<file path="config.mk">
export PLATFORM = sky130hd
export DESIGN_NAME = fpm_top
export DESIGN_NICKNAME = d
export VERILOG_FILES = /design/src/rtl/fpm_types_pkg.sv /design/src/rtl/fpm_ctrl_pkg.sv /design/src/rtl/fpm_decoder.sv /design/src/rtl/fpm_exponent.sv /design/src/rtl/fpm_shift_counter.sv /design/src/rtl/fpm_sequencer.sv /design/src/rtl/fpm_top.sv
export VERILOG_INCLUDE_DIRS = /design/src /design/src/rtl
export SDC_FILE = /design/constraint.sdc
export NUM_CORES = 1
export LEC_CHECK = 0
export ABC_AREA = 1
export BUFFER_PORTS_ARGS = -buffer_cell sky130_fd_sc_hd__buf_2
export CAP_MARGIN = 20
export CORE_MARGIN = 4
export CORE_UTILIZATION = 57
export DETAILED_ROUTE_END_ITERATION = 10
export GPL_ROUTABILITY_DRIVEN = 0
export MAX_ROUTING_LAYER = met4
export PLACE_DENSITY = 0.9
export SYNTH_ARGS = -nofsm -noshare
export SYNTH_HDL_FRONTEND = slang
export SYNTH_SLANG_ARGS = --single-unit
</file>
<file path="constraint.sdc">
create_clock -name f2strob -period 3.7 [get_ports f2strob]
set_clock_uncertainty 0.2 [all_clocks]
set_input_delay 0 -clock f2strob [delete_from_list [all_inputs] [get_ports f2strob]]
set_output_delay 0 -clock f2strob [all_outputs]
set_load 0.01 [all_outputs]
</file>
<file path="src/rtl/fpm_settings.svh">
/*
	FPU exponent section settings
	widths of the exponent path and the mantissa length
*/

`ifndef FPM_SETTINGS_SVH
`define FPM_SETTINGS_SVH

// signed exponent as seen on the data bus
`define FPM_EXP_W 8
// adder width, exponent plus two guard bits
`define FPM_EXT_W 10
// mantissa length, a larger difference shifts the operand out
`define FPM_MANT_BITS 40
// alignment counter
`define FPM_CNT_W 6

`endif

</file>
<file path="src/rtl/fpm_types_pkg.sv">
/*
	FPU exponent section data types
	exponent, extended adder word and alignment count
*/

`default_nettype none

`include "fpm_settings.svh"

package fpm_types_pkg;

	// two's-complement exponent
	typedef logic signed [`FPM_EXP_W-1:0] exp_t;

	// adder word, sign-extended exponent with guard bits
	typedef logic signed [`FPM_EXT_W-1:0] exp_ext_t;

	// alignment shift count, low part of the difference
	typedef logic [`FPM_CNT_W-1:0] shift_cnt_t;

endpackage

`default_nettype wire

</file>
<file path="src/rtl/fpm_ctrl_pkg.sv">
/*
	FPU exponent section control encodings
	instruction field, adder bus mode, L bus select, sequencer states
*/

`default_nettype none

package fpm_ctrl_pkg;

	// instruction field ir, 0..3 fixed point, 4..7 floating point
	typedef logic [2:0] op_code_t;

	localparam op_code_t OP_AF = 3'd4;
	localparam op_code_t OP_SF = 3'd5;
	localparam op_code_t OP_MF = 3'd6;
	localparam op_code_t OP_DF = 3'd7;

	// how B enters the adder
	typedef enum logic {
		BUS_PASS,
		BUS_INV
	} bus_mode_t;

	// source of the D register load
	typedef enum logic [1:0] {
		LSEL_A,
		LSEL_B,
		LSEL_SUM,
		LSEL_MAX
	} lbus_sel_t;

	typedef enum logic [2:0] {
		S_IDLE,
		S_LOAD2,
		S_ADD,
		S_ALIGN,
		S_DONE
	} seq_state_t;

endpackage

`default_nettype wire

</file>
<file path="src/rtl/fpm_decoder.sv">
/*
	Instruction decoder
	one-of-eight decode of ir gated by pufa, class lines held per operation
*/

`timescale 1ns/1ps
`default_nettype none

module fpm_decoder
	import fpm_ctrl_pkg::*;
(
	input  wire      f2strob,
	input  wire      rst,
	input  wire      accept,
	input  op_code_t ir,
	input  wire      pufa,
	output logic     op_add,
	output logic     op_mul,
	output logic     op_div,
	output logic     is_float
);

	logic [7:0] line;
	logic [3:0] cls_live;
	logic [3:0] cls_q;

	// one line per instruction, all dark without pufa
	always_comb begin
		line = '0;
		if (pufa) begin
			line[ir] = 1'b1;
		end
	end

	// {add/sub, mul, div, any float}
	assign cls_live = {line[OP_AF] | line[OP_SF], line[OP_MF], line[OP_DF], pufa & ir[2]};

	always_ff @(posedge f2strob) begin
		if (rst) begin
			cls_q <= '0;
		end else if (accept) begin
			cls_q <= cls_live;
		end
	end

	// live decode during the accept cycle, so the first operand load
	// already knows the order, held value afterwards
	assign {op_add, op_mul, op_div, is_float} = accept ? cls_live : cls_q;

endmodule

`default_nettype wire

</file>
<file path="src/rtl/fpm_exponent.sv">
/*
	Exponent datapath
	D and B registers, B bus, 10-bit adder, range and alignment flags
*/

`timescale 1ns/1ps
`default_nettype none

`include "fpm_settings.svh"

module fpm_exponent
	import fpm_types_pkg::*, fpm_ctrl_pkg::*;
(
	input  wire        f2strob,
	input  wire        rst,
	input  exp_t       exp_a,
	input  exp_t       exp_b,
	input  lbus_sel_t  l_sel,
	input  wire        load_d,
	input  wire        load_b,
	input  bus_mode_t  bus_mode,
	input  wire        carry_in,
	input  wire        latch,
	input  wire        op_add,
	output logic       align_skip,
	output logic       wdt,
	output shift_cnt_t cnt_init,
	output logic       g,
	output logic       ovf,
	output logic       unf,
	output exp_t       exp_result
);

	exp_ext_t d_q;
	exp_t     b_q;
	exp_ext_t b_bus;
	exp_ext_t l_bus;
	exp_ext_t sum;
	exp_ext_t diff_mag;
	logic     sum_neg;
	logic     g_now;
	logic     ovf_now;
	logic     unf_now;

	function automatic exp_ext_t sext(input exp_t v);
		return {{(`FPM_EXT_W - `FPM_EXP_W){v[`FPM_EXP_W-1]}}, v};
	endfunction

	// B bus, true or inverted
	assign b_bus = (bus_mode == BUS_INV) ? ~sext(b_q) : sext(b_q);

	assign sum = d_q + b_bus + exp_ext_t'(carry_in);
	assign sum_neg = sum[`FPM_EXT_W-1];

	// alignment indicators
	assign diff_mag = sum_neg ? -sum : sum;
	assign g_now = diff_mag >= exp_ext_t'(`FPM_MANT_BITS);
	assign align_skip = (sum == '0) || g_now;
	assign cnt_init = sum[`FPM_CNT_W-1:0];

	// result leaves the 8-bit signed range when the guard bits disagree
	assign ovf_now = ~sum_neg & (sum[`FPM_EXT_W-2] | sum[`FPM_EXP_W-1]);
	assign unf_now = sum_neg & ~(sum[`FPM_EXT_W-2] & sum[`FPM_EXP_W-1]);

	// L bus into D
	always_comb begin
		case (l_sel)
			LSEL_A:   l_bus = sext(exp_a);
			LSEL_B:   l_bus = sext(exp_b);
			LSEL_SUM: l_bus = sum;
			// D still holds the second operand, B the first
			LSEL_MAX: l_bus = sum_neg ? sext(b_q) : d_q;
			default:  l_bus = sum;
		endcase
	end

	always_ff @(posedge f2strob) begin
		if (rst) begin
			d_q <= '0;
		end else if (load_d) begin
			d_q <= l_bus;
		end
	end

	always_ff @(posedge f2strob) begin
		if (load_b) begin
			b_q <= d_q[`FPM_EXP_W-1:0];
		end
	end

	// flags follow the operation that was latched last
	always_ff @(posedge f2strob) begin
		if (rst) begin
			g   <= 1'b0;
			wdt <= 1'b0;
			ovf <= 1'b0;
			unf <= 1'b0;
		end else if (latch) begin
			if (op_add) begin
				g   <= g_now;
				wdt <= sum_neg;
				ovf <= 1'b0;
				unf <= 1'b0;
			end else begin
				g   <= 1'b0;
				wdt <= 1'b0;
				ovf <= ovf_now;
				unf <= unf_now;
			end
		end
	end

	assign exp_result = d_q[`FPM_EXP_W-1:0];

endmodule

`default_nettype wire

</file>
<file path="src/rtl/fpm_shift_counter.sv">
/*
	Alignment shift counter
	loads the low part of the difference and counts toward zero
*/

`timescale 1ns/1ps
`default_nettype none

module fpm_shift_counter
	import fpm_types_pkg::*;
(
	input  wire        f2strob,
	input  wire        rst,
	input  wire        load,
	input  shift_cnt_t init,
	input  wire        up,
	input  wire        step,
	output logic       cnt_last
);

	shift_cnt_t cnt_q;

	// negative difference is loaded as its two's complement,
	// counting up wraps it to zero after the same number of steps
	always_ff @(posedge f2strob) begin
		if (rst) begin
			cnt_q <= '0;
		end else if (load) begin
			cnt_q <= init;
		end else if (step) begin
			if (up) begin
				cnt_q <= cnt_q + shift_cnt_t'(1);
			end else begin
				cnt_q <= cnt_q - shift_cnt_t'(1);
			end
		end
	end

	// one step from zero in the current direction
	always_comb begin
		if (up) begin
			cnt_last = (cnt_q == '1);
		end else begin
			cnt_last = (cnt_q == shift_cnt_t'(1));
		end
	end

endmodule

`default_nettype wire

</file>
<file path="src/rtl/fpm_sequencer.sv">
/*
	Microoperation sequencer
	walks the operand load, add and alignment phases of AF, SF, MF and DF
*/

`timescale 1ns/1ps
`default_nettype none

module fpm_sequencer
	import fpm_ctrl_pkg::*;
(
	input  wire       f2strob,
	input  wire       rst,
	input  wire       start,
	input  wire       is_float,
	input  wire       op_add,
	input  wire       op_mul,
	input  wire       op_div,
	input  wire       align_skip,
	input  wire       wdt,
	input  wire       cnt_last,
	output logic      accept,
	output logic      busy,
	output logic      done,
	output logic      reject,
	output lbus_sel_t l_sel,
	output logic      load_d,
	output logic      load_b,
	output bus_mode_t bus_mode,
	output logic      carry_in,
	output logic      latch,
	output logic      cnt_load,
	output logic      cnt_step,
	output logic      shift_t,
	output logic      shift_c
);

	seq_state_t state;
	seq_state_t state_nx;

	assign accept = start && (state == S_IDLE);
	assign busy = (state != S_IDLE);
	assign done = (state == S_DONE);
	assign reject = done && !is_float;

	always_comb begin
		state_nx = state;
		l_sel    = LSEL_A;
		load_d   = 1'b0;
		load_b   = 1'b0;
		bus_mode = BUS_INV;
		carry_in = 1'b1;
		latch    = 1'b0;
		cnt_load = 1'b0;
		cnt_step = 1'b0;
		shift_t  = 1'b0;
		shift_c  = 1'b0;
		case (state)
			S_IDLE: begin
				// first operand, exp_b first for divide
				if (accept) begin
					l_sel    = op_div ? LSEL_B : LSEL_A;
					load_d   = is_float;
					state_nx = S_LOAD2;
				end
			end
			S_LOAD2: begin
				if (is_float) begin
					l_sel    = op_div ? LSEL_A : LSEL_B;
					load_d   = 1'b1;
					load_b   = 1'b1;
					state_nx = S_ADD;
				end else begin
					state_nx = S_DONE;
				end
			end
			S_ADD: begin
				// D + B for multiply, D - B otherwise
				bus_mode = op_mul ? BUS_PASS : BUS_INV;
				carry_in = !op_mul;
				latch    = 1'b1;
				load_d   = 1'b1;
				l_sel    = op_add ? LSEL_MAX : LSEL_SUM;
				cnt_load = op_add;
				state_nx = (op_add && !align_skip) ? S_ALIGN : S_DONE;
			end
			S_ALIGN: begin
				cnt_step = 1'b1;
				shift_t  = !wdt;
				shift_c  = wdt;
				if (cnt_last) begin
					state_nx = S_DONE;
				end
			end
			S_DONE: begin
				state_nx = S_IDLE;
			end
			default: begin
				state_nx = S_IDLE;
			end
		endcase
	end

	always_ff @(posedge f2strob) begin
		if (rst) begin
			state <= S_IDLE;
		end else begin
			state <= state_nx;
		end
	end

endmodule

`default_nettype wire

</file>
<file path="src/rtl/fpm_top.sv">
/*
	FPU exponent and control section
	decoder, exponent datapath, shift counter and sequencer
*/

`timescale 1ns/1ps
`default_nettype none

module fpm_top
	import fpm_types_pkg::*, fpm_ctrl_pkg::*;
(
	input  wire      f2strob,
	input  wire      rst,
	input  wire      start,
	input  op_code_t ir,
	input  wire      pufa,
	input  exp_t     exp_a,
	input  exp_t     exp_b,
	output logic     busy,
	output logic     done,
	output logic     reject,
	output exp_t     exp_result,
	output logic     g,
	output logic     wdt,
	output logic     ovf,
	output logic     unf,
	output logic     shift_t,
	output logic     shift_c
);

	logic       accept;
	logic       op_add;
	logic       op_mul;
	logic       op_div;
	logic       is_float;
	lbus_sel_t  l_sel;
	logic       load_d;
	logic       load_b;
	bus_mode_t  bus_mode;
	logic       carry_in;
	logic       latch;
	logic       align_skip;
	shift_cnt_t cnt_init;
	logic       cnt_load;
	logic       cnt_step;
	logic       cnt_last;

	fpm_decoder u_decoder (
		.f2strob  (f2strob),
		.rst      (rst),
		.accept   (accept),
		.ir       (ir),
		.pufa     (pufa),
		.op_add   (op_add),
		.op_mul   (op_mul),
		.op_div   (op_div),
		.is_float (is_float)
	);

	fpm_exponent u_exponent (
		.f2strob    (f2strob),
		.rst        (rst),
		.exp_a      (exp_a),
		.exp_b      (exp_b),
		.l_sel      (l_sel),
		.load_d     (load_d),
		.load_b     (load_b),
		.bus_mode   (bus_mode),
		.carry_in   (carry_in),
		.latch      (latch),
		.op_add     (op_add),
		.align_skip (align_skip),
		.wdt        (wdt),
		.cnt_init   (cnt_init),
		.g          (g),
		.ovf        (ovf),
		.unf        (unf),
		.exp_result (exp_result)
	);

	// direction follows the latched wdt
	fpm_shift_counter u_shift_counter (
		.f2strob  (f2strob),
		.rst      (rst),
		.load     (cnt_load),
		.init     (cnt_init),
		.up       (wdt),
		.step     (cnt_step),
		.cnt_last (cnt_last)
	);

	fpm_sequencer u_sequencer (
		.f2strob    (f2strob),
		.rst        (rst),
		.start      (start),
		.is_float   (is_float),
		.op_add     (op_add),
		.op_mul     (op_mul),
		.op_div     (op_div),
		.align_skip (align_skip),
		.wdt        (wdt),
		.cnt_last   (cnt_last),
		.accept     (accept),
		.busy       (busy),
		.done       (done),
		.reject     (reject),
		.l_sel      (l_sel),
		.load_d     (load_d),
		.load_b     (load_b),
		.bus_mode   (bus_mode),
		.carry_in   (carry_in),
		.latch      (latch),
		.cnt_load   (cnt_load),
		.cnt_step   (cnt_step),
		.shift_t    (shift_t),
		.shift_c    (shift_c)
	);

endmodule

`default_nettype wire

</file>
### Word-level counts from Yosys, hierarchy flattened

Cells that the tools add are included.

| word-level totals | value |
|---|---|
| bits in registers | 35 |
| input bits | 23 |
| word-level logic and storage cells | 93 |

| operators by class | value |
|---|---|
| $add $sub $neg | 5 |
| $lt $le $gt $ge | 3 |
| equality and inequality tests | 12 |
| multiplexer cells | 39 |
| bitwise operators | 9 |
| reductions and logical operators | 16 |

Operators by type and width:

| operator | count |
|---|---|
| $pmux W10 S4 | 1 |
| $mux W10 | 3 |
| $mux W1 | 20 |
| $mux W6 | 3 |
| $mux W3 | 4 |
| $pmux W3 S4 | 1 |
| $add A10 B10 Y10 | 1 |
| $add A10 B2 Y10 | 1 |
| $ge A10 B7 Y1 const B | 1 |
| $logic_not A10 Y1 | 1 |
| $neg A10 Y10 | 1 |
| $not A8 Y10 | 1 |
| $mux W8 | 1 |
| $add A6 B1 Y6 const B | 1 |
| $eq A3 B2 Y1 const B | 2 |
| $eq A6 B1 Y1 const B | 1 |
| $eq A6 B6 Y1 const B | 1 |
| $pmux W2 S3 | 1 |
| $sub A6 B1 Y6 const B | 1 |
| $and A1 B1 Y1 | 4 |
| $eq A2 B2 Y1 const B | 2 |
| $logic_and A1 B1 Y1 | 4 |
| $logic_not A1 Y1 | 4 |
| $lt A3 B4 Y1 const B | 1 |
| other kinds (18) | 23 |

### Longest topological paths before layout

| logic depth | value |
|---|---|
| depth in word-level cells | 20 |
| depth in mapped cells | 28 |

### Modules after synthesis

A second synthesis with hierarchy kept.

| unflattened totals | value |
|---|---|
| cell total of the unflattened synthesis | 421 |
| area total of the unflattened synthesis | 2,812.7 um^2 |

Modules (own cells, without submodules):

| module | times used | cells an instance | area an instance (um^2) | seq. area each (um^2) |
|---|---|---|---|---|
| fpm_exponent | 1 | 265 | 1,810.5 | 520.5 |
| fpm_shift_counter | 1 | 72 | 495.5 | 120.1 |
| fpm_sequencer | 1 | 58 | 332.8 | 60.1 |
| fpm_decoder | 1 | 26 | 173.9 | 80.1 |

### Worst setup path before layout

Ideal clock, no wire load.

| timing path | value |
|---|---|
| kind | register to register |
| start | reg u_sequencer.state[2] |
| end | reg u_sequencer.state[2] |
| setup time | 0.129 ns |
| arrival time | 2.862 ns |
| required time | 3.371 ns |
| setup slack | 0.509 ns |
| stages on the path, launching flop included | 25 |
| buffers on the path | 0 |
| period minus slack after synthesis | 3.191 ns |
| path through | dfxtp_1 nor2_4 nand3_2 nand2_2 nand3_4 nand2_2 nand2_2 ha_1 nand2_1 nor4_1 nand2_1 nand2_1 nand2_1 nand2_4 inv_2 nor2_1 nand2_1 nand2_1 nand2_1 nand2_1 nand2_1 o21ai_1 nand2_1 nand2_1 nor2_1 |

| between the ends | value |
|---|---|
| word-level cells in the longest chain between the ends | 16 |
| elaborated cells between the ends (all ways) | 26 |
| classes of those cells | add/sub: 3; order compare: 1; eq/ne: 5; mux: 9; reduce/logical: 8 |

Ends and longest elaborated chain:

| item | line | RTL |
|---|---|---|
| start: declaration | fpm_sequencer.sv:38 | `seq_state_t state;` |
| start signal: assignment | fpm_sequencer.sv:108 | `state <= state_nx;` |
| $logic_not A3 Y1 | fpm_sequencer.sv:41, fpm_sequencer.sv:58 |  |
| $logic_and A1 B1 Y1 | fpm_sequencer.sv:41 | `assign accept = start && (state == S_IDLE);` |
| $mux W4 | fpm_decoder.sv:48 | `assign {op_add, op_mul, op_div, is_float} = accept ? cls_live : cls_q;` |
| $mux W1 | fpm_sequencer.sv:79 | `bus_mode = op_mul ? BUS_PASS : BUS_INV;` |
| $mux W1 | fpm_sequencer.sv:58 | `case (state)` |
| $mux W10 | fpm_exponent.sv:50 | `assign b_bus = (bus_mode == BUS_INV) ? ~sext(b_q) : sext(b_q);` |
| $add A10 B10 Y10 | fpm_exponent.sv:52 | `assign sum = d_q + b_bus + exp_ext_t'(carry_in);` |
| $add A10 B2 Y10 | fpm_exponent.sv:52 |  |
| $neg A10 Y10 | fpm_exponent.sv:56 | `assign diff_mag = sum_neg ? -sum : sum;` |
| $mux W10 | fpm_exponent.sv:56 |  |
| $ge A10 B7 Y1 | fpm_exponent.sv:57 | `` assign g_now = diff_mag >= exp_ext_t'(`FPM_MANT_BITS); `` |
| $logic_or A1 B1 Y1 | fpm_exponent.sv:58 | `assign align_skip = (sum == '0) \|\| g_now;` |
| $logic_not A1 Y1 | fpm_sequencer.sv:85 | `state_nx = (op_add && !align_skip) ? S_ALIGN : S_DONE;` |
| $logic_and A1 B1 Y1 | fpm_sequencer.sv:85 |  |
| $mux W3 | fpm_sequencer.sv:85 |  |
| $pmux W3 S4 | fpm_sequencer.sv:58 |  |

Several ways; a longest one is shown, not always the timed one.
A chain may end at the register's enable or synchronous reset.

### Worst setup path after layout

| timing path | value |
|---|---|
| start | reg u_sequencer.state[1] |
| end | reg u_sequencer.state[2] |

The elaborated chain is that of the path after synthesis.

==> summary.md <==
| Metric | Value |
|---|---|
| Post-synthesis xor/xnor area fraction | `3.98%` |
| Fin area | `3450 sq um` |
| #FFs+latches synth | `35` |
| Gr ovfl total | `0` |
| Top post-synthesis cells by area | `dfxtp_1 (20%), nand2_1 (13%), edfxtp_1 (9.1%)` |
| Mapped Nets | `420` |
| Failing checks | `negative setup slack` |
| Layout cell share with drive strength beyond 1 | `24.9%` |
| Area added between synthesis and finish | `30.7%` |
| Hold_sp | `u_exponent.d_q[5]` |
| Fillers | `278` |
| Hold path cells | `0` |
| Comb pwr share | `about two fifths` |
| Ys flop type | `dfxtp_1` |
| Synth Area in Compound Gates | `17.0%` |
| Final WL | `9680 microns` |
| Initial Util | `59.8%` |
| Main combinational cell family by area after synthesis | `simple AND/OR/NAND/NOR gates` |
| Clock share of power | `25.3%` |
| First drt pass iteration count | `8` |
| R2R Path End | `u_sequencer.state[2]` |
| Root Buffer | `clkbuf_8` |
| Via count | `3312` |
| Nets | `496` |
| CP Class | `reg2reg` |
| Setup violations, final | `3` |
| Fin Setup TNS | `-280 ps` |
| YS warnings | `0` |
| Final Max Tran Viols | `0` |
| Largest net degree at the start of global routing | `18` |
| Unrepaired setup endpoints after global routing | `yes` |
| Fraction of registers with async set/reset | `0%` |
| # diodes | `0` |
| Sw frac | `a little under two fifths` |
| Cells after synthesis | `about 380` |
| Hpwl dp | `5180 microns` |
| Cell taking the most area after synthesis | `dfxtp_1` |
| Worst IR Drop VDD | `0.202 mV` |
| Count leader, synth | `nand2_1` |
| Fin worst setup slack | `-108 ps` |
| R2R depth | `24` |
| Core area | `between 4000 and 5000 sq um` |
| Startpoint Class | `flip-flop` |
| Die Ht | `76.1 microns` |
| Max Cap Viol | `0` |
| Crit path required time | `3680 ps` |
| Hold worst-path end | `u_exponent.b_q[5]` |
| Remaining DRCs | `0` |
| Cell internal pwr | `about 770 uW` |
| Register share of total power | `35.4%` |
| H-tree level count | `2` |
| Register area share after synthesis | `29.6%` |
| Commonest cells post-synth | `nand2_1 (94), inv_1 (46), nor2_1 (29)` |
| Final min period | `roughly 3800 ps` |
| Worst-margin pin slew | `510 ps` |
| Endpoints failing hold | `0` |
| Setup crit end kind | `flip-flop` |
| Worst-path clk slew | `70 ps` |
| Adder-cell area share of the yosys netlist | `6.45%` |
| Static leakage | `0.00156 uW` |
| Mux contribution to synthesized area | `0%` |
| Cell Pwr Density | `between 300 and 400 nW/um^2` |
| Avg WL per Cell | `around 19 microns` |
| Global-route usage over all layers | `27.5%` |
| Status | `finished, violations left` |
| Initial antenna violation count | `0` |
| Critical Path Source | `u_sequencer.state[1]` |
| Arr. time, crit path | `3790 ps` |
| Post-Synth Simple-Gate Area | `32.5%` |
| Post-Syn Area | `2640 sq um` |
| CP Max Fanout | `8` |
| Reg2Reg Setup Slack | `-110 ps` |
| Row Count | `24` |
| Mean Syn Cell Area | `6.88 sq um` |
| Final ANT Viol Nets | `0` |
| P_sw | `481 uW` |
| Num CTS Buffers | `5` |
| CTS tree | `yes` |
| Dpl cell area | `about 2800 sq um` |
| Drt initial violations | `484` |
| Vias per cell | `6.46` |
| Rel. slew slack | `65.7%` |
| RR Startpoint | `u_sequencer.state[1]` |
| Worst skew pair latency | `300 ps` |
| Buffers on Ports | `39` |
| Clk sinks | `35` |
| Min-Delay Path Class | `reg2reg` |
| First-pass GRT wire length | `13000 microns` |
| Vias in the first global route | `around 2900` |
| EDFF count, synth | `8` |
| Die width | `76.1 microns` |
| Fmax | `~260 MHz` |
| Yosys top cell area share | `between 20% and 30%` |
| Final worst-path cycle share | `103%` |
| Longest Clk Path Bufs | `2` |
| Yosys cell types | `39` |
| I/O pins | `40` |
| Die area | `5780 sq um` |
[critical path, cell delays in order (launching register included)]
cell and delay, ps:
dfxtp_4 380, inv_2 60, nor3_4 340, nand3_4 260, buf_4 210, nand2_2 80, nand2_4 90, fa_2 390
xor2_1 210, inv_1 120, nand3_2 120, nor2_2 150, nand3_2 120, nand2_1 130, nand2_1 110, nand2_1 100
inv_2 30, nand2_1 50, nand2_1 70, nand2_1 90, nand2_1 80, o21ai_1 130, nand2_1 60, nand2_1 50
nor2_1 40
[what timing repair did]
item / in CTS / in global routing
setup endpoints to repair: 0 / 14
hold buffers: 24 / 1
buffers inserted: 0 / 15
hold endpoints to repair: 24 / 1
gates resized for setup: 0 / 35
[sequential cells by signal (all words and copies together) (netlist names)]
| signal | count |
|---|---|
| u_exponent.d_q | 10 |
| u_exponent.b_q | 8 |
| u_shift_counter.cnt_q | 6 |
| u_decoder.cls_q | 4 |
| u_sequencer.state | 3 |
| u_exponent.g | 1 |
| u_exponent.ovf | 1 |
| u_exponent.unf | 1 |
| u_exponent.wdt | 1 |
[through the flow]
step	setup WS [ps]	std cells	power [uW]	util, %	hold WS [ps]
2_1_floorplan	509	384	716	-	-26.3
3_3_place_gp	212	466	789	64.5	63.7
3_5_place_dp	103	466	800	64.5	75.8
4_1_cts	52.7	498	1130	72.3	269
5_1_grt	-204	513	1310	78.1	302
6_report	-108	513	1250	78.1	282
[cell usage in the layout (no fill, tap or decap), types with 3 or more instances in the layout]
cell and count:
a211oi_1 3, ha_4 3, nand4_1 9, inv_1 46, a21oi_2 3, inv_2 6
nor3_1 4, nor2_1 28, nand2_2 14, o21ai_0 18, nand2_4 4, o21ai_1 4
dfxtp_1 24, ha_1 9, a21oi_1 26, clkbuf_8 7, xor2_1 8, a31oi_1 4
o211ai_1 4, buf_2 39, a221oi_1 5, edfxtp_1 8, nand3_1 21, nand2_1 91
buf_4 18, dlygate4sd3_1 24
[worst max path at each step]
stage / endpoint / slack [ps] / cells past startpoint
after floorplan: u_sequencer.state[2] / 510 / 24
after global placement: u_sequencer.state[0] / 210 / 21
after detailed placement: u_sequencer.state[2] / 100 / 23
after CTS: u_sequencer.state[1] / 50 / 23
after global routing: u_sequencer.state[2] / -200 / 21
final: u_sequencer.state[2] / -110 / 24
[power by group through the flow]
stage | clock (uW) | combinational (uW) | sequential (uW)
after floorplan | 0 | 275 | 441
after global placement | 0 | 343 | 446
after detailed placement | 0 | 353 | 447
after CTS | 308 | 382 | 438
after global routing | 338 | 527 | 446
final | 317 | 492 | 443
[routing by layer]
layer	routed length [microns]	global-route usage, %	vias to the layer above
met3	1060	5.20	99
met4	835	15.7	0
met1	3480	33.1	1502
li1	-	-	1427
met2	4310	42.9	284
met5	0	-	-
[kinds of logic after synthesis]
| kind of cell | after synthesis |
|---|---|
| simple gates | 183 |
| compound gates | 76 |
| buf+inv | 65 |
| flops | 35 |
| fa+ha+maj | 13 |
| xor+xnor | 12 |
[layout make-up]
class	count	area, sq um	area share, %
tap	52	65.1	1.89
timing repair buffer	82	582	16.9
multi-input combinational	284	1720	49.8
sequential	35	790	22.9
clock buffer	8	100	2.90
inverter	52	195	5.66
Note: power is estimated with default switching activity, not from simulation.
